<file path="src/rtl/lstm_pkg.sv">
`default_nettype none

package lstm_pkg;

	// Q8.8 element format
	localparam int data_w = 16;
	localparam int frac_w = 8;

	// vector lengths
	localparam int x_lanes = 16;
	localparam int h_lanes = 8;

	// 24 saturated products plus bias need 21 bits, one spare
	localparam int acc_w = 22;

	// adder levels per tree
	localparam int x_levels = 4;
	localparam int h_levels = 3;

	// sampled in_valid to out_valid
	localparam int pipe_lat = 7;

	typedef logic signed [data_w-1:0] data_t;
	typedef logic signed [acc_w-1:0] acc_t;   // same binary point as data_t

	localparam data_t data_max = 16'sh7fff;
	localparam data_t data_min = 16'sh8000;

endpackage

`default_nettype wire
</file>
<file path="src/rtl/gate_sum.sv">
`timescale 1ns/1ps
`default_nettype none

module gate_sum
	import lstm_pkg::*;
(
	input wire clk,
	input wire reset,
	input wire in_valid,
	input wire data_t bias,
	input wire acc_t x_sum,
	input wire x_valid,
	input wire acc_t h_sum,
	output data_t preact,
	output logic out_valid
);

	// capture, multiplier and x tree stages
	localparam int bias_stages = pipe_lat - 1;
	// h tree is shorter by this many levels
	localparam int h_pad = x_levels - h_levels;

	data_t bias_q [bias_stages];
	acc_t h_q [h_pad];
	acc_t total;
	data_t sat;

	// first stage loads with the set, later stages shift every cycle
	always_ff @(posedge clk) begin
		if (in_valid)
			bias_q[0] <= bias;
		for (int i = 1; i < bias_stages; i++)
			bias_q[i] <= bias_q[i-1];
	end

	always_ff @(posedge clk) begin
		h_q[0] <= h_sum;
		for (int i = 1; i < h_pad; i++)
			h_q[i] <= h_q[i-1];
	end

	assign total = x_sum + h_q[h_pad-1] + acc_t'(bias_q[bias_stages-1]);

	always_comb begin
		if (total > acc_t'(data_max))
			sat = data_max;
		else if (total < acc_t'(data_min))
			sat = data_min;
		else
			sat = data_t'(total);
	end

	always_ff @(posedge clk) begin
		if (x_valid)
			preact <= sat;
	end

	always_ff @(posedge clk) begin
		if (!reset)
			out_valid <= 1'b0;
		else
			out_valid <= x_valid;   // single cycle per set
	end

endmodule

`default_nettype wire

</file>
<file path="config.mk">
export PLATFORM = sky130hd
export DESIGN_NAME = gate_sum
export DESIGN_NICKNAME = d
export VERILOG_FILES = /design/src/rtl/lstm_pkg.sv /design/src/rtl/gate_sum.sv
export SDC_FILE = /design/constraint.sdc
export NUM_CORES = 1
export LEC_CHECK = 0
export BUFFER_PORTS_ARGS = -buffer_cell sky130_fd_sc_hd__buf_2
export CORE_MARGIN = 3
export CORE_UTILIZATION = 55
export DETAILED_ROUTE_END_ITERATION = 12
export PLACE_DENSITY = 0.78
export SLEW_MARGIN = 15
export SYNTH_ARGS = -nofsm -noshare
export SYNTH_HDL_FRONTEND = slang
export SYNTH_SLANG_ARGS = --single-unit
</file>
<file path="constraint.sdc">
create_clock -name clk -period 4.6 [get_ports clk]
set_input_delay 0.69 -clock clk [delete_from_list [all_inputs] [get_ports clk]]
set_output_delay 0.69 -clock clk [all_outputs]
set_load 0.02 [all_outputs]
</file>
== Word-level counts from Yosys, hierarchy flattened ==
Memory sizes are Yosys's and may differ from the RTL's.
Index checks and enable logic that the tools add are counted.

* Add/subtract/negate cells: 2
* Magnitude comparators: 2
* Multiplexer cells: 3

{| class="wikitable"
|+ Operators by type and width
! cell !! number
|-
| $add 22x16->22 || 1
|-
| $add 22x22->22 || 1
|-
| $gt 22x16->1 const B || 1
|-
| $lt 22x16->1 const B || 1
|-
| $mux 16 || 1
|-
| $mux 1 || 2
|}

* Register bits: 17
* Memory bits (writable): 118
* Output and inout bits: 17
* Word-level logic and storage cells: 11
* Memories: 2

{| class="wikitable"
|+ Memories
! memory !! depth !! bits a word !! rd ports !! clocked after Yosys merged registers in !! write ports !! line !! source
|-
| bias_q || 6 || 16 || 6 || 0 || 6 || gate_sum.sv:23 || <nowiki>data_t bias_q [bias_stages];</nowiki>
|-
| h_q || 1 || 22 || 1 || 0 || 1 || gate_sum.sv:24 || <nowiki>acc_t h_q [h_pad];</nowiki>
|}

== Logic depth before layout (Yosys ltp) ==
* Depth in word-level cells: 4
* Depth in mapped cells: 12

== Least setup slack after synthesis ==
Ideal clock, no wire load.

* Kind: input-to-reg
* From: in x_sum[1]
* To: reg preact[4], data pin
* Setup time: 0.265 ns
* Arrival: 3.667 ns
* Data required time: 4.335 ns
* Setup slack: 0.668 ns
* Stages on the path: 11
* Buffers on the path: 0
* Cell sequence: fa_1 ha_1 fa_1 a211oi_2 o211ai_1 a31oi_2 o21ai_2 xor2_1 or2_1 o41a_1 or3_1

* Word-level cells in the longest chain between the ends: 4
* Elaborated cells on any way between the ends: 5
* Those cells by class: 2 x add/sub; 2 x order compare; 1 x mux

{| class="wikitable"
|+ RTL lines
! what !! line !! source
|-
| from (decl) || gate_sum.sv:11 || <nowiki>input wire acc_t x_sum,</nowiki>
|-
| $add 22x22->22 * || gate_sum.sv:42 || <nowiki>assign total = x_sum + h_q[h_pad-1] + acc_t'(bias_q[bias_stages-1]);</nowiki>
|-
| $add 22x16->22 * || gate_sum.sv:42 ||
|-
| $lt 22x16->1 || gate_sum.sv:47 || <nowiki>else if (total < acc_t'(data_min))</nowiki>
|-
| $mux 16 || gate_sum.sv:47 ||
|-
| to (signal assigned) || gate_sum.sv:55 || <nowiki>preact <= sat;</nowiki>
|-
| to (decl) || gate_sum.sv:14 || <nowiki>output data_t preact,</nowiki>
|}

Every way passes the cells marked *; elsewhere a longest branch is shown, timed or not.
A chain may end at the register's enable or synchronous reset.

==> run metrics <==
I/O Pins=81; r2r endpoint=preact[4]; startpoint types=flip-flop; initial DRC count=87; Synth Area in Compound Gates=0.111; top-area cell type share of the netlist area=0.434; drt wl/cell=14.6 um; met2 GRT Util=0.288; CTS tree=built; worst skew pair latency=500 ps; Max-cap violations=0; Rows=33; final worst setup slack=778 ps; Yosys top cell by area=dfxtp_1; first-pass GRT wire length=between 10,000 and 15,000 um; Reg2Reg Depth=11; commonest non-fill, non-tap cell in the layout=dfxtp_1; worst vdd ir=between 0.3 and 0.4 mV; maximum clock rate=about 260 MHz; drc violations=0; Seq cells post-synth=135; initial antenna violation count=0; Hold Fails Final Rpt=0; Synth Area in Simple Gates=0.0600; Async SR Flop Fraction=0; die width=a little under 100 um; TNS Setup=0 ps; Detail Route Antenna Nets=0; CTS HTree Levels=4; Max Slew Vio Count=0; Net Count, Synth=444; postcts setup bufs=0; most frequent cells in the layout=103 x dfxtp_1, 80 x buf_2, 32 x edfxtp_1; CTS resizes=0; cell-internal power=2.43 mW; Mapped Area=between 0.004 and 0.005 mm^2; PwrDens=595 mW/mm^2; min-delay worst type=primary input to flip-flop; post-synth cell types=43; DP Wirelength=5820 um; Rel. slew slack=0.670; GRT Residual Overflow=0; DIE AREA=0.00980 mm^2; yosys warns=0; share of total power in the clock network=0.351; Hold Crit Endpoint=h_q[0][2]; # nets final=540; sequential element share of the synthesized area=0.636; Final Skew=just under 8 ps; Mean Syn Cell Area=14.1 um^2; CP Class=flip-flop to flip-flop; Top Usage Layer GRT=met2; min-delay src=h_sum[2]; pin count of the biggest net entering global routing=18; CTS Buffer Depth=2; Tmin final=3820 ps; Synth Flop Type=dfxtp_1; Req. time, crit path=4840 ps; Post-Route WL=roughly 8000 um; Final Setup Violations=0; r2r setup slk=780 ps; Area contributors post-synth=dfxtp_1 43%, edfxtp_1 20%, fa_1 9.3%; Sequential Power Share=0.409; largest family of logic cells by synthesized area=adder cells; Leak=2.50 nW; Cells after Synth=between 300 and 400; Initial Utilization=0.573; routed via count=between 2,000 and 3,000; hold path depth=1; Arrival @ worst endpoint=4060 ps; fraction of the mapped netlist area in adder cells=0.145; mux share of post-synthesis cell area=0; 1st-pass router iterations=5; status=completed; period utilization=0.831; clock sink count=135; fraction of layout cells with a size suffix above 1=0.271; Die Y=99.0 um; Net Sw Power=1.03 mW; Worst setup EP type=flip-flop; M3 GR Usage=0.0552; CP Max Fanout=5; GRT Resource Usage Total=0.174; Area Growth Syn to Fin=22.3%; via/cell ratio=5.25; met1 usage=0.209; Post-synth EDFFs=32; Reg clk slew, reported paths=roughly 60 ps; combinational share of power=0.240; Post-Synth XOR/XNOR Area=0.0405; Post-DP Area=0.00527 mm^2; n_diodes=0; routability cong.=between 0.8 and 0.9; worst-margin pin slew=493 ps; hold buffers post-CTS=0; # fillers=between 600 and 700; switching power share of the total=0.297; RSZ-0062 raised after global routing=no; port bufs=80; TritonCTS Buffers=17; Core Region=0.00830 mm^2; reg2reg start=bias_q[5][1]; worst slack, placed=279 ps; final instance area=between 0.005 and 0.006 mm^2; clock tree root buffer cell=clkbuf_8; vias in the first global route=approximately 2,900
## how the worst max path moves through the flow
stage / cells after the start / end / startpoint
floorplan: 11 / preact[4] / x_sum[1]
global placement: 12 / preact[9] / x_sum[1]
detailed placement: 12 / preact[4] / x_sum[1]
CTS: 11 / preact[4] / bias_q[5][1]
global route: 10 / preact[10] / bias_q[5][15]
finish: 11 / preact[4] / bias_q[5][1]
## registers in the layout, indices dropped and copies added (netlist names)
| register | flops |
|---|---|
| bias_q | 96 |
| h_q | 22 |
| preact | 16 |
| out_valid | 1 |
## through the flow
step | utilization | power (mW) | hold slack [ps] | instances
2_1_floorplan | - | 2.04 | 310 | 338
3_3_place_gp | 0.635 | 2.23 | 310 | 520
3_5_place_dp | 0.635 | 2.26 | 312 | 520
4_1_cts | 0.700 | 3.49 | 263 | 552
5_1_grt | 0.700 | 3.64 | 259 | 552
6_report | 0.700 | 3.46 | 281 | 552
## cells in the mapped netlist (6+ instances only)
library cell  number
nor2_1             8
dfxtp_1          103
a21oi_1           15
o21ai_0            8
o211ai_1           6
nand2_1           20
nand3_1            6
edfxtp_1          32
xor2_1            13
xnor2_1            9
ha_1              20
fa_1              22
a21o_1            17
## layout make-up
cell class                      count  area (um^2)  share of cell area
Sequential cell                   135         3020               0.520
Multi-Input combinational cell    195         1700               0.292
Clock buffer                       19          422              0.0725
Timing Repair Buffer               81          408              0.0702
Tap cell                          105          131              0.0226
Clock inverter                     13          118              0.0202
Inverter                            4         15.0             0.00258
## worst max-delay path, stage by stage (launching register included)
cell	delay [ps]
dfxtp_1	320
fa_1	450
ha_1	250
fa_1	430
a211oi_2	320
o211ai_1	150
a31oi_2	230
o21ai_2	120
xor2_1	180
or2_1	260
o41a_1	440
or3_1	390
## layer usage
layer | vias to the layer above | routed length (um)
li1 | 1411 | -
met1 | 1361 | 3280
met2 | 110 | 4070
met3 | 17 | 540
met4 | 0 | 147
met5 | - | 0
## logic make-up after synthesis
family          Yosys count
flops                   135
compound gates           73
simple gates             58
fa+ha+maj                42
xor+xnor                 22
buf+inv                   8
## power by group through the flow
stage / registers, mW / logic [mW] / clock network, mW
after floorplan: 1.50 / 0.537 / 0
after global placement: 1.43 / 0.799 / 0
after detailed placement: 1.44 / 0.818 / 0
after CTS: 1.42 / 0.830 / 1.24
after global routing: 1.43 / 0.917 / 1.29
final: 1.41 / 0.831 / 1.22
Note: power is estimated with default switching activity, not from simulation.
