[src/rtl/lstm_pkg.sv]
`default_nettype none

package lstm_pkg;

	// Q8.8 element format
	localparam int data_w = 16;
	localparam int frac_w = 8;

	// vector lengths
	localparam int x_lanes = 16;
	localparam int h_lanes = 8;

	// 24 saturated products plus bias need 21 bits, one spare
	localparam int acc_w = 22;

	// adder levels per tree
	localparam int x_levels = 4;
	localparam int h_levels = 3;

	// sampled in_valid to out_valid
	localparam int pipe_lat = 7;

	typedef logic signed [data_w-1:0] data_t;
	typedef logic signed [acc_w-1:0] acc_t;   // same binary point as data_t

	localparam data_t data_max = 16'sh7fff;
	localparam data_t data_min = 16'sh8000;

endpackage

`default_nettype wire
[src/rtl/add_tree.sv]
`timescale 1ns/1ps
`default_nettype none

// lanes must be a power of two, at least 2
module add_tree
	import lstm_pkg::*;
#(
	parameter int lanes = 16
)(
	input wire clk,
	input wire reset,
	input wire in_valid,
	input wire [lanes*data_w-1:0] prod,
	output acc_t sum,
	output logic sum_valid
);

	localparam int levels = $clog2(lanes);

	acc_t leaf [lanes];
	logic [levels-1:0] vld;

	// products widened before the first add
	always_comb begin
		for (int i = 0; i < lanes; i++)
			leaf[i] = acc_t'(data_t'(prod[i*data_w +: data_w]));
	end

	// one register per halving, no saturation needed at acc_w
	for (genvar l = 0; l < levels; l++) begin : g_lvl
		localparam int n = lanes >> (l + 1);

		acc_t s [n];

		if (l == 0) begin : g_first
			always_ff @(posedge clk) begin
				for (int k = 0; k < n; k++)
					s[k] <= leaf[2*k] + leaf[2*k+1];
			end
		end else begin : g_next
			always_ff @(posedge clk) begin
				for (int k = 0; k < n; k++)
					s[k] <= g_lvl[l-1].s[2*k] + g_lvl[l-1].s[2*k+1];
			end
		end
	end

	always_ff @(posedge clk) begin
		if (!reset) begin
			vld <= '0;
		end else begin
			vld[0] <= in_valid;
			for (int i = 1; i < levels; i++)
				vld[i] <= vld[i-1];
		end
	end

	assign sum = g_lvl[levels-1].s[0];   // root of the tree
	assign sum_valid = vld[levels-1];

endmodule

`default_nettype wire

[config.mk]
export PLATFORM = sky130hd
export DESIGN_NAME = add_tree
export DESIGN_NICKNAME = d
export VERILOG_FILES = /design/src/rtl/lstm_pkg.sv /design/src/rtl/add_tree.sv
export SDC_FILE = /design/constraint.sdc
export NUM_CORES = 1
export LEC_CHECK = 0
export BUFFER_PORTS_ARGS = -buffer_cell sky130_fd_sc_hd__buf_2
export CORE_UTILIZATION = 30
export DETAILED_ROUTE_END_ITERATION = 10
export PLACE_DENSITY = 0.53
export SETUP_SLACK_MARGIN = 0.2
export SKIP_LAST_GASP = 1
export SLEW_MARGIN = 25
export SYNTH_ARGS = -nofsm -noshare
export SYNTH_HDL_FRONTEND = slang
export SYNTH_SLANG_ARGS = --single-unit
[constraint.sdc]
create_clock -name clk -period 5.7 [get_ports clk]
set_clock_uncertainty 0.15 [all_clocks]
set_input_delay 0.855 -clock clk [delete_from_list [all_inputs] [get_ports clk]]
set_output_delay 0.855 -clock clk [all_outputs]
set_load 0.02 [all_outputs]
# Word level (Yosys, flattened, before mapping)
# Memories as Yosys holds them, arrays and structs flattened.
# Cells that the tools add are included.
[totals] ram_bits=330 input_bits=259 output_inout_bits=23 elab_cells=20 register_bits=4 memories=4
[op_classes] add_sub_neg=15
[mem_list] name="g_lvl[0].s" depth=8 width=22 read_ports=8 rd_clocked_by_memory_dff=0 wr=8 line="add_tree.sv:33" source="acc_t s [n];"
[mem_list] name="g_lvl[1].s" depth=4 width=22 read_ports=4 rd_clocked_by_memory_dff=0 wr=4 line="add_tree.sv:33"
[mem_list] name="g_lvl[2].s" depth=2 width=22 read_ports=2 rd_clocked_by_memory_dff=0 wr=2 line="add_tree.sv:33"
[mem_list] name="g_lvl[3].s" depth=1 width=22 read_ports=1 rd_clocked_by_memory_dff=0 wr=1 line="add_tree.sv:33"
[ops] cell="22-bit adder" count=7
[ops] cell="16-bit by 16-bit adder with 17-bit output" count=8

# Depth between registers and ports, before layout
# Gate-level depths: netlist of the first run.
[logic_depth] depth_word=1 ltp_mapped=11 ltp_nobuf=11

# Worst setup path before layout of the first run
# Ideal clock, no wire load.
[synth_timing] kind="input to register" startpoint="in prod[128]" endpoint="mem g_lvl[0].s[1][14] in the netlist's numbering" setup_time_ns=0.072 t_required_ns=5.478 slack_ns=2.509 path_stages=10 n_path_buf=0 t_arrival_ns=2.968 path_cell_list="ha_1 fa_1 a21o_1 a21oi_1 o21ai_1 and3_1 a311o_1 a21o_1 a21oi_1 xnor2_1"
[synth_lines] item="from (decl)" line="add_tree.sv:13" source="input wire [lanes*data_w-1:0] prod,"
[synth_lines] item="to (decl)" line="add_tree.sv:33"

==> summary.txt, run 1 <==
Detailed routing
  – Final routed wire length divided by cell count: 14.2 um
  – Number of nets with antenna violations after routing: 0
  – Via count: 13400
  – Via density per instance: 4.70
  – Total wire length: 40600 um
  – DRC violation total after the first TritonRoute iteration: 530
  – Residual DRC: 0
  – DRT Pass-1 Iters: 5

Setup path
  – Crit path launch type: primary input
  – Worst r2r path cells: 11
  – Cell chain of the critical path: buf_2 -> ha_1 -> fa_1 -> a21o_1 -> a21oi_1 -> o21ai_1 -> and3_1 -> a311o_1 -> a21o_1 -> a21oi_1 -> xnor2_1
  – Class of the most critical setup path: in2reg
  – Worst flop-to-flop path endpoint: g_lvl[2].s[0][42]$_DFF_P_
  – Startpoint of the worst register-to-register path: g_lvl[1].s[2][0]$_DFF_P_
  – Critical path's slowest cell: fa_1
  – Worst Path Max Fanout: 3
  – Critical Path AT: 3.39 ns
  – Setup crit end kind: flop
  – Largest stage delay, worst path: 0.40 ns
  – Reg-to-reg slack, setup: 2.74 ns
  – Endpoint required time on the critical path: 6.00 ns

Die
  – Floorplan die area: 0.0575 mm2
  – Row cnt: 86
  – Effective utilization at floorplan: 30.6%
  – I/O pin count: 282
  – Die outline width: 240 um
  – Height of the chip: 240 um
  – Standard cell core area: 0.0555 mm2

Status
  – Outcome: completed

Logic synthesis
  – Sequential share of the synthesized area: 34.7%
  – Post-synthesis register bit count: 294
  – Post-synthesis instance area: 0.0170 mm2
  – Average size of a mapped cell: 9.65 um2
  – Number of distinct library cells after synthesis: 68
  – Net count after synthesis: 2292
  – Post-synthesis cell count: 1759
  – Synthesis warning total: 0
  – Top FF cell, synth: dfxtp_1
  – Number of flops mapped to enable cells by yosys: 0
  – Post-synth ARST share: 0%

Final layout
  – Fill cells: 5677
  – Most frequent standard cell in the layout excluding fill and tap cells: dfxtp_1
  – Antenna diode count: 0
  – Area added between synthesis and finish: 21.0%
  – Sequential standard cell area: 0.00589 mm2
  – Layout net count: 2610
  – Share of final-layout standard cells stronger than drive strength 1: 17.1%
  – Multi-input combinational cell area: 0.0108 mm2
  – Commonest cells after routing, fill and taps aside: dfxtp_1, buf_2, ha_1

Power
  – Worst voltage drop across the vdd grid: 0.000223 V
  – Final total power: 11.4 mW
  – Power per standard cell area: 557 mW/mm2
  – Leak pwr: 9.71 nW

Clocking
  – Clk_lat worst skew: 0.54 ns
  – Clk pin slew, worst setup/hold paths: 0.05 ns
  – Count of clock tree sinks: 294
  – Hold_buf cts: 0
  – Resized Gates After CTS: 0
  – Number of CTS-inserted buffers: 37
  – Max Buffers Root-to-Sink: 3
  – Post-CTS setup buffer count: 0
  – Clock root buffer: clkbuf_16
  – TritonCTS clock tree: built
  – CTS H-tree lvls: 2

Min path
  – Endpoint with the worst hold slack: vld[2]$_SDFF_PN0_
  – Hold path cells: 1
  – Min-Delay Startpoint: vld[1]$_SDFF_PN0_
  – Worst min-delay path category: reg2reg

Timing
  – Peak clock frequency supported by timing: 0.324 GHz
  – Total negative setup slack: 0 ns
  – Slew Limit Fails: 0
  – Final Cycle Share: 54.1%
  – Worst hold slack after final layout: 0.283 ns
  – Final Setup Violations: 0
  – Min Clock Period, post-route: 3.09 ns
  – RSZ-0062 raised after global routing: no
  – Slew Limit Headroom: 48.2%
  – Fin. Hold Viols: 0
  – Slew of the pin with the lowest slew margin: 0.767 ns

Placement
  – Count of buffers inserted at the top-level ports: 281
  – Routability Congestion: 0.817
  – Final HPWL from detailed placement: 33500 um

GRT
  – Global-route wire length before repair: 65900 um
  – Pin count of the biggest net entering global routing: 13
  – Combined global-route utilization of all metal layers: 14.1%
  – Number of antenna violations at the first check in global routing: 0
  – Via count of the first global-routing pass: 13700
  – Global route overflow: 0

Run
  – Max-capacitance violation count: 0
## worst max path at each step
| stage | startpoint | end | slack, ns | depth (start not counted) |
|---|---|---|---|---|
| 2_1_floorplan | prod[128] | g_lvl[0].s[1][14]$_DFF_P_ | 2.51 | 10 |
| 3_3_place_gp | prod[128] | g_lvl[0].s[1][14]$_DFF_P_ | 2.16 | 11 |
| 3_5_place_dp | prod[128] | g_lvl[0].s[1][14]$_DFF_P_ | 2.09 | 11 |
| 4_1_cts | prod[128] | g_lvl[0].s[1][14]$_DFF_P_ | 2.65 | 11 |
| 5_1_grt | prod[128] | g_lvl[0].s[1][14]$_DFF_P_ | 2.47 | 11 |
| 6_report | prod[128] | g_lvl[0].s[1][14]$_DFF_P_ | 2.61 | 11 |
## per-layer routing
metal	track usage, %	wire, um
met1	19.3	20500
met2	22.5	17600
met3	2.64	1690
met4	3.92	796
met5	0	0
## area by class of cell
| type | count | share of cell area [%] |
|---|---|---|
| tap | 748 | 4.56 |
| clock buffer | 56 | 5.31 |
| sequential | 294 | 28.7 |
| timing repair buffer | 281 | 6.85 |
| inverter | 78 | 1.43 |
| clock inverter | 11 | 0.670 |
| multi-input combinational | 1385 | 52.5 |
## worst max-delay path: cells and delay by family
family / cells / cell delay (ns)
adders and majority gates: 2 / 0.62
AOI/OAI and AO/OA: 6 / 1.46
buffers and inverters: 1 / 0.11
and+or+nand+nor: 1 / 0.20
xor gates and xnor gates: 1 / 0.15
## cells by family after synthesis
logic type      after synthesis  share of synthesized area, %
compound gates              564                          21.9
simple gates                328                          9.52
fa+ha+maj                   274                          20.9
flops                       294                          34.7
xor+xnor                    219                          11.3
buf+inv                      80                          1.77
## cells in the mapped netlist, drive strengths merged, types with 32 or more instances
library cell | instances | area, um2
nor2 | 98 | 368
dfxtp | 294 | 5890
a21o | 105 | 788
nand2 | 63 | 236
o21ai | 98 | 494
o21bai | 32 | 240
xor2 | 62 | 543
inv | 78 | 293
nand2b | 35 | 219
o21a | 33 | 248
ha | 259 | 3240
xnor2 | 157 | 1380
a21oi | 173 | 885
## report_power, final
part	internal (mW)	total, mW	switching, mW
Sequential	2.92	3.24	0.324
Combinational	2.55	5.85	3.30
Clock	1.46	2.34	0.886
## sequential cells by signal (all words and copies together), names as in the netlist
name,count
g_lvl.s,290
vld,4
## metrics by stage
step	worst slack, ns	util (%)	instance area [um2]	std cells
floorplan	2.51	-	17000	1759
global placement	2.16	34.8	19300	2786
detailed placement	2.09	34.8	19300	2786
CTS	2.65	37.0	20500	2853
global route	2.47	37.0	20500	2853
finish	2.61	37.0	20500	2853
(Power assumes the default switching activity.)
==> run 2, diff against run 1 <==
--- a/config.mk
+++ b/config.mk
@@ -5,10 +5,11 @@
 export SDC_FILE = /design/constraint.sdc
 export NUM_CORES = 1
 export LEC_CHECK = 0
+export ABC_AREA = 1
 export BUFFER_PORTS_ARGS = -buffer_cell sky130_fd_sc_hd__buf_2
 export CORE_UTILIZATION = 30
 export DETAILED_ROUTE_END_ITERATION = 10
-export PLACE_DENSITY = 0.53
+export PLACE_DENSITY = 0.52
 export SETUP_SLACK_MARGIN = 0.2
 export SKIP_LAST_GASP = 1
 export SLEW_MARGIN = 25
==> constraint.sdc (replaced) <==
create_clock -name clk -period 2.85 [get_ports clk]
set_clock_uncertainty 0.15 [all_clocks]
set_input_delay 0.4275 -clock clk [delete_from_list [all_inputs] [get_ports clk]]
set_output_delay 0.4275 -clock clk [all_outputs]
set_load 0.02 [all_outputs]
==> summary.txt, run 2 <==
Status
  – Outcome: completed

Detailed routing
  – Via density per instance: 4.47
  – Via count: 20300
  – Residual DRC: 0
  – DRC violation total after the first TritonRoute iteration: 953
  – Final routed wire length divided by cell count: 12.7 um
  – DRT Pass-1 Iters: 5
  – Number of nets with antenna violations after routing: 0
  – Total wire length: 58000 um

Setup path
  – Crit path launch type: flop
  – Worst flop-to-flop path endpoint: g_lvl[2].s[0][16]$_DFF_P_
  – Worst r2r path cells: 11
  – Class of the most critical setup path: reg2reg
  – Worst Path Max Fanout: 3
  – Endpoint required time on the critical path: 3.11 ns
  – Critical path origin: g_lvl[1].s[0][0]$_DFF_P_
  – Reg-to-reg slack, setup: 0.73 ns
  – Startpoint of the worst register-to-register path: g_lvl[1].s[0][0]$_DFF_P_
  – Setup crit end kind: flop
  – Critical Path AT: 2.39 ns
  – Worst Setup EP: g_lvl[2].s[0][16]$_DFF_P_

Final layout
  – Area added between synthesis and finish: 18.8%
  – Commonest cells after routing, fill and taps aside: nand2_1, inv_1, nor2_1
  – Top register by number of flip-flops: g_lvl.s
  – Largest registers: g_lvl.s x290, vld x4
  – Most frequent standard cell in the layout excluding fill and tap cells: nand2_1
  – Layout net count: 4124
  – Share of the core filled with cells in the final layout: 36.3%
  – Fin area: 0.0250 mm2
  – Antenna diode count: 0
  – Final standard cell count with taps included and fillers excluded: 4548
  – Share of final-layout standard cells stronger than drive strength 1: 9.73%
  – Number of flip-flops under the largest register name: 290

Logic synthesis
  – Leading cell types by total area after synthesis: dfxtp_1, nand2_1, ha_1, inv_1, nand3_1
  – Top cells by instance count after synthesis: nand2_1, inv_1, nor2_1
  – Post-synthesis cell count: 3257
  – Number of flops mapped to enable cells by yosys: 0
  – Yosys top cell area share: 27.9%
  – Most numerous cell in the Yosys netlist: nand2_1
  – Post-synthesis register bit count: 294
  – Sequential share of the synthesized area: 27.9%
  – Top FF cell, synth: dfxtp_1
  – Post-synthesis instance area: 0.0211 mm2
  – Post-synth ARST share: 0%
  – Biggest area consumer among synthesized cells: dfxtp_1
  – Synthesis warning total: 0
  – Average size of a mapped cell: 6.47 um2
  – Net count after synthesis: 3790
  – Number of distinct library cells after synthesis: 20

GRT
  – Number of antenna violations at the first check in global routing: 1
  – Global route overflow: 0
  – Global-route wire length before repair: 94800 um
  – Combined global-route utilization of all metal layers: 16.4%
  – Via count of the first global-routing pass: 19100
  – Pin count of the biggest net entering global routing: 14

Clocking
  – Max Buffers Root-to-Sink: 3
  – Clk pin slew, worst setup/hold paths: 0.05 ns
  – Clk_lat worst skew: 0.55 ns
  – Number of CTS-inserted buffers: 37
  – CTS H-tree lvls: 2
  – Count of clock tree sinks: 294
  – Resized Gates After CTS: 0
  – Clock root buffer: clkbuf_16
  – TritonCTS clock tree: built

Timing
  – Slew Limit Headroom: 75.8%
  – Final Cycle Share: 74.5%
  – Slew Limit Fails: 0
  – Min Clock Period, post-route: 2.12 ns
  – Slew of the pin with the lowest slew margin: 0.359 ns
  – Final Setup Violations: 0
  – Fin. Hold Viols: 0
  – Peak clock frequency supported by timing: 0.471 GHz
  – RSZ-0062 raised after global routing: no
  – Total negative setup slack: 0 ns

Die
  – Die outline width: 267 um
  – Row cnt: 96
  – Standard cell core area: 0.0691 mm2
  – Height of the chip: 267 um
  – I/O pin count: 282
  – Floorplan die area: 0.0714 mm2
  – Effective utilization at floorplan: 30.5%

Min path
  – Worst min-delay path category: in2reg
  – Min-Delay Startpoint: prod[17]

Power
  – Final total power: 25.2 mW
  – Worst voltage drop across the vdd grid: 0.000448 V
  – Leak pwr: 14.0 nW
  – Power per standard cell area: 1010 mW/mm2

Placement
  – Placed Cells incl. Taps: 4469
  – Cell area after placement: 0.0237 mm2
  – Count of buffers inserted at the top-level ports: 281
  – Final HPWL from detailed placement: 49700 um
  – Routability Congestion: 0.884

Run
  – Max-capacitance violation count: 0
-- run 2: changes by cell type in the layout (fill, tap and decap cells not counted), moves of 38 or more --
| cell | delta |
|---|---|
| xor2_1 | +38 |
| a21o_1 | -95 |
| nor2_1 | +205 |
| nand3_1 | +212 |
| inv_1 | +358 |
| xnor2_1 | -138 |
| nand2_1 | +1119 |
| a21oi_1 | +41 |
-- run 2: power breakdown --
group          total, mW  switching, mW  internal, mW  leakage (nW)
clock               4.71           1.85          2.86         0.613
sequential          6.52          0.746          5.78          2.48
combinational       14.0           9.08          4.91          10.9
-- run 2: layer usage --
metal / GRT usage [%] / part of all wire [%] / wire length, um
met2: 25.5 / 42 / 24200
met1: 23.9 / 53 / 30500
met5: 0 / 0 / 0
met3: 1.65 / 3.8 / 2180
met4: 4.04 / 1.8 / 1030
-- run 2: layout make-up --
type,count,area [um2]
repair buffers,295,1550
multi-input cells,2527,13600
clock inverters,20,218
inverters,436,1640
well taps,931,1160
fillers,7594,44000
clock buffers,45,1030
flip-flops and latches,294,5890
-- run 2: what timing repair did --
action,in CTS,in global routing
buffers inserted,0,0
endpoints found under the hold margin,10,0
hold buffers,14,0
endpoints found under the setup margin,0,0
-- run 2: through the flow --
stage / worst slack (ns) / hold slack (ns)
4_1_cts: 0.718 / 0.000950
6_report: 0.725 / 0.0361
3_3_place_gp: 0.745 / 0.237
5_1_grt: 0.564 / 0.0242
2_1_floorplan: 1.01 / 0.236
3_5_place_dp: 0.713 / 0.249
-- run 2: kinds of logic (layout without fill, tap and decap cells) --
family	after synthesis	in the layout	synth area share (%)
AO/OA/AOI/OAI	312	312	7.77
XOR/XNOR	119	119	4.94
adder cells (fa/ha/maj)	274	274	16.8
buffers and inverters	436	796	7.76
flip-flops	294	294	27.9
AND/OR/NAND/NOR	1822	1822	34.8
-- run 2: critical path, cell delays in order, from the launching register on --
cell and delay (ns):
dfxtp_1 0.31, ha_1 0.19, inv_1 0.07, fa_1 0.41
inv_1 0.07, nand3_1 0.10, nand2_1 0.18, nand2_1 0.07
nand2_1 0.15, nand3_1 0.12, nand3_1 0.09, nand2_1 0.07
-- run 2: worst min-delay path by stage --
stage	endpoint	slack, ns	cells after the start
6_report	g_lvl[0].s[0][1]$_DFF_P_	0.04	2
5_1_grt	g_lvl[0].s[0][44]$_DFF_P_	0.02	2
4_1_cts	g_lvl[0].s[0][1]$_DFF_P_	0.001	2
3_5_place_dp	vld[2]$_SDFF_PN0_	0.25	2
3_3_place_gp	vld[2]$_SDFF_PN0_	0.24	2
2_1_floorplan	vld[2]$_SDFF_PN0_	0.24	2
==> run 3, diff against run 2 <==
--- a/config.mk
+++ b/config.mk
@@ -9,7 +9,7 @@
 export BUFFER_PORTS_ARGS = -buffer_cell sky130_fd_sc_hd__buf_2
 export CORE_UTILIZATION = 30
 export DETAILED_ROUTE_END_ITERATION = 10
-export PLACE_DENSITY = 0.52
+export PLACE_DENSITY = 0.54
 export SETUP_SLACK_MARGIN = 0.2
 export SKIP_LAST_GASP = 1
 export SLEW_MARGIN = 25
==> constraint.sdc (replaced) <==
create_clock -name clk -period 1.8 [get_ports clk]
set_clock_uncertainty 0.15 [all_clocks]
set_input_delay 0.27 -clock clk [delete_from_list [all_inputs] [get_ports clk]]
set_output_delay 0.27 -clock clk [all_outputs]
set_load 0.02 [all_outputs]
==> summary.txt, run 3 (same netlist as run 2, synthesis figures left out) <==
Timing
  – Slew Limit Headroom: 78.1%
  – Slew of the pin with the lowest slew margin: 0.329 ns
  – Fin. Hold Viols: 0
  – RSZ-0062 raised after global routing: yes
  – Final worst-path setup slack: 0.00388 ns
  – Final Setup Violations: 0
  – Final Cycle Share: 99.8%
  – Peak clock frequency supported by timing: 0.557 GHz
  – Min Clock Period, post-route: 1.80 ns
  – Slew Limit Fails: 0
  – Total negative setup slack: 0 ns

Placement
  – Count of buffers inserted at the top-level ports: 281
  – Final HPWL from detailed placement: 49900 um
  – Worst setup slack before clock tree synthesis: -0.0401 ns
  – Routability Congestion: 0.883

Die
  – Effective utilization at floorplan: 30.5%
  – Floorplan die area: 0.0714 mm2
  – I/O pin count: 282
  – Die outline width: 267 um
  – Standard cell core area: 0.0691 mm2
  – Height of the chip: 267 um
  – Row cnt: 96

Setup path
  – Worst r2r path cells: 10
  – Setup crit end kind: flop
  – Critical Path AT: 2.08 ns
  – Worst flop-to-flop path endpoint: g_lvl[2].s[0][14]$_DFF_P_
  – Endpoint required time on the critical path: 2.09 ns
  – Reg-to-reg slack, setup: 0.004 ns
  – Critical path origin: g_lvl[1].s[0][0]$_DFF_P_
  – Worst Setup EP: g_lvl[2].s[0][14]$_DFF_P_
  – Startpoint of the worst register-to-register path: g_lvl[1].s[0][0]$_DFF_P_
  – Worst Path Max Fanout: 2
  – Class of the most critical setup path: reg2reg
  – Crit path launch type: flop

Final layout
  – Commonest cells after routing, fill and taps aside: nand2_1, inv_1, buf_2
  – Number of flip-flops under the largest register name: 290
  – Antenna diode count: 0
  – Share of final-layout standard cells stronger than drive strength 1: 36.9%
  – Largest registers: g_lvl.s x290, vld x4
  – Layout net count: 4451
  – Top register by number of flip-flops: g_lvl.s
  – Area added between synthesis and finish: 51.1%
  – Fill cells: 6896
  – Most frequent standard cell in the layout excluding fill and tap cells: nand2_1

GRT
  – Pin count of the biggest net entering global routing: 16
  – Number of antenna violations at the first check in global routing: 0
  – Global-route wire length before repair: 101000 um
  – Via count of the first global-routing pass: 20700
  – Combined global-route utilization of all metal layers: 17.2%
  – Global route overflow: 0

Detailed routing
  – Total wire length: 63500 um
  – Final routed wire length divided by cell count: 13.0 um
  – DRC violation total after the first TritonRoute iteration: 924
  – Number of nets with antenna violations after routing: 0
  – DRT Pass-1 Iters: 5
  – Via density per instance: 4.49
  – Residual DRC: 0
  – Via count: 21900

Clocking
  – Count of clock tree sinks: 294
  – CTS H-tree lvls: 2
  – Clk_lat worst skew: 0.54 ns
  – TritonCTS clock tree: built
  – Clk pin slew, worst setup/hold paths: 0.06 ns
  – Number of CTS-inserted buffers: 36
  – Max Buffers Root-to-Sink: 3
  – Clock root buffer: clkbuf_16

Run
  – Max-capacitance violation count: 0

Power
  – Power per standard cell area: 1730 mW/mm2
  – Leak pwr: 16.3 nW
  – Worst voltage drop across the vdd grid: 0.00114 V

Min path
  – Worst min-delay path category: in2reg

Status
  – Outcome: completed
==> run 3: worst min path at each step <==
stage	start	slack, ns	depth (start not counted)	endpoint
4_1_cts	prod[1]	-0.10	2	g_lvl[0].s[0][1]$_DFF_P_
3_3_place_gp	vld[1]$_SDFF_PN0_	0.24	2	vld[2]$_SDFF_PN0_
2_1_floorplan	reset	0.21	2	vld[0]$_SDFF_PN0_
6_report	prod[193]	0.02	2	g_lvl[0].s[1][45]$_DFF_P_
3_5_place_dp	vld[1]$_SDFF_PN0_	0.25	2	vld[2]$_SDFF_PN0_
5_1_grt	prod[193]	0.005	2	g_lvl[0].s[1][45]$_DFF_P_
==> run 3: area by class of cell <==
cell class / count / area [um2] / share of cell area (%)
repair buffers: 623 / 4240 / 13.3
multi-input cells: 2527 / 17500 / 54.9
well taps: 931 / 1160 / 3.65
flip-flops and latches: 294 / 6090 / 19.1
inverters: 436 / 1660 / 5.20
clock inverters: 14 / 191 / 0.601
clock buffers: 45 / 1020 / 3.19
==> run 3: timing repair <==
| item | CTS | global route |
|---|---|---|
| hold buffers | 46 | 5 |
| resized for setup | 436 | 544 |
| hold endpoints to repair | 44 | 5 |
| setup buffers | 36 | 57 |
| cloned | 0 | 0 |
| endpoints found under the setup margin | 120 | 151 |
| pin swaps | 180 | 281 |
==> run 3: stage by stage <==
| stage | instances | hold slack, ns | utilization (%) | total power [mW] | instance area, um2 |
|---|---|---|---|---|---|
| finish | 4870 | 0.0238 | 46.1 | 55.2 | 31900 |
| global route | 4870 | 0.00497 | 46.1 | 59.6 | 31900 |
| CTS | 4812 | -0.104 | 42.7 | 48.9 | 29500 |
| detailed placement | 4671 | 0.248 | 36.8 | 35.1 | 25400 |
| global placement | 4671 | 0.238 | 36.8 | 35.0 | 25400 |
| floorplan | 3257 | 0.213 | - | 26.4 | 21300 |
==> run 3: routing by layer <==
layer / vias to the layer above / part of all wire [%] / track usage, %
li1: 11700 / - / -
met1: 9786 / 49 / 24.3
met2: 344 / 45 / 27.7
met3: 67 / 3.3 / 1.80
met4: 0 / 2.0 / 4.27
met5: - / 0 / 0
==> run 3: power by group <==
| group | switching, mW | leakage (nW) | internal (mW) | total [mW] |
|---|---|---|---|---|
| registers | 2.06 | 2.49 | 9.46 | 11.5 |
| clock network | 2.85 | 0.601 | 4.57 | 7.42 |
| logic | 19.8 | 13.2 | 16.4 | 36.2 |
| total | 24.7 | 16.3 | 30.5 | 55.2 |
==> run 3: critical path: stages, from the launching register on <==
cell	delay [ns]
dfxtp_2	0.34
ha_4	0.13
inv_2	0.03
fa_2	0.34
inv_2	0.08
nand3_4	0.09
nor2_4	0.13
nor2_2	0.05
or2_1	0.22
nand3_1	0.08
nand2_1	0.06
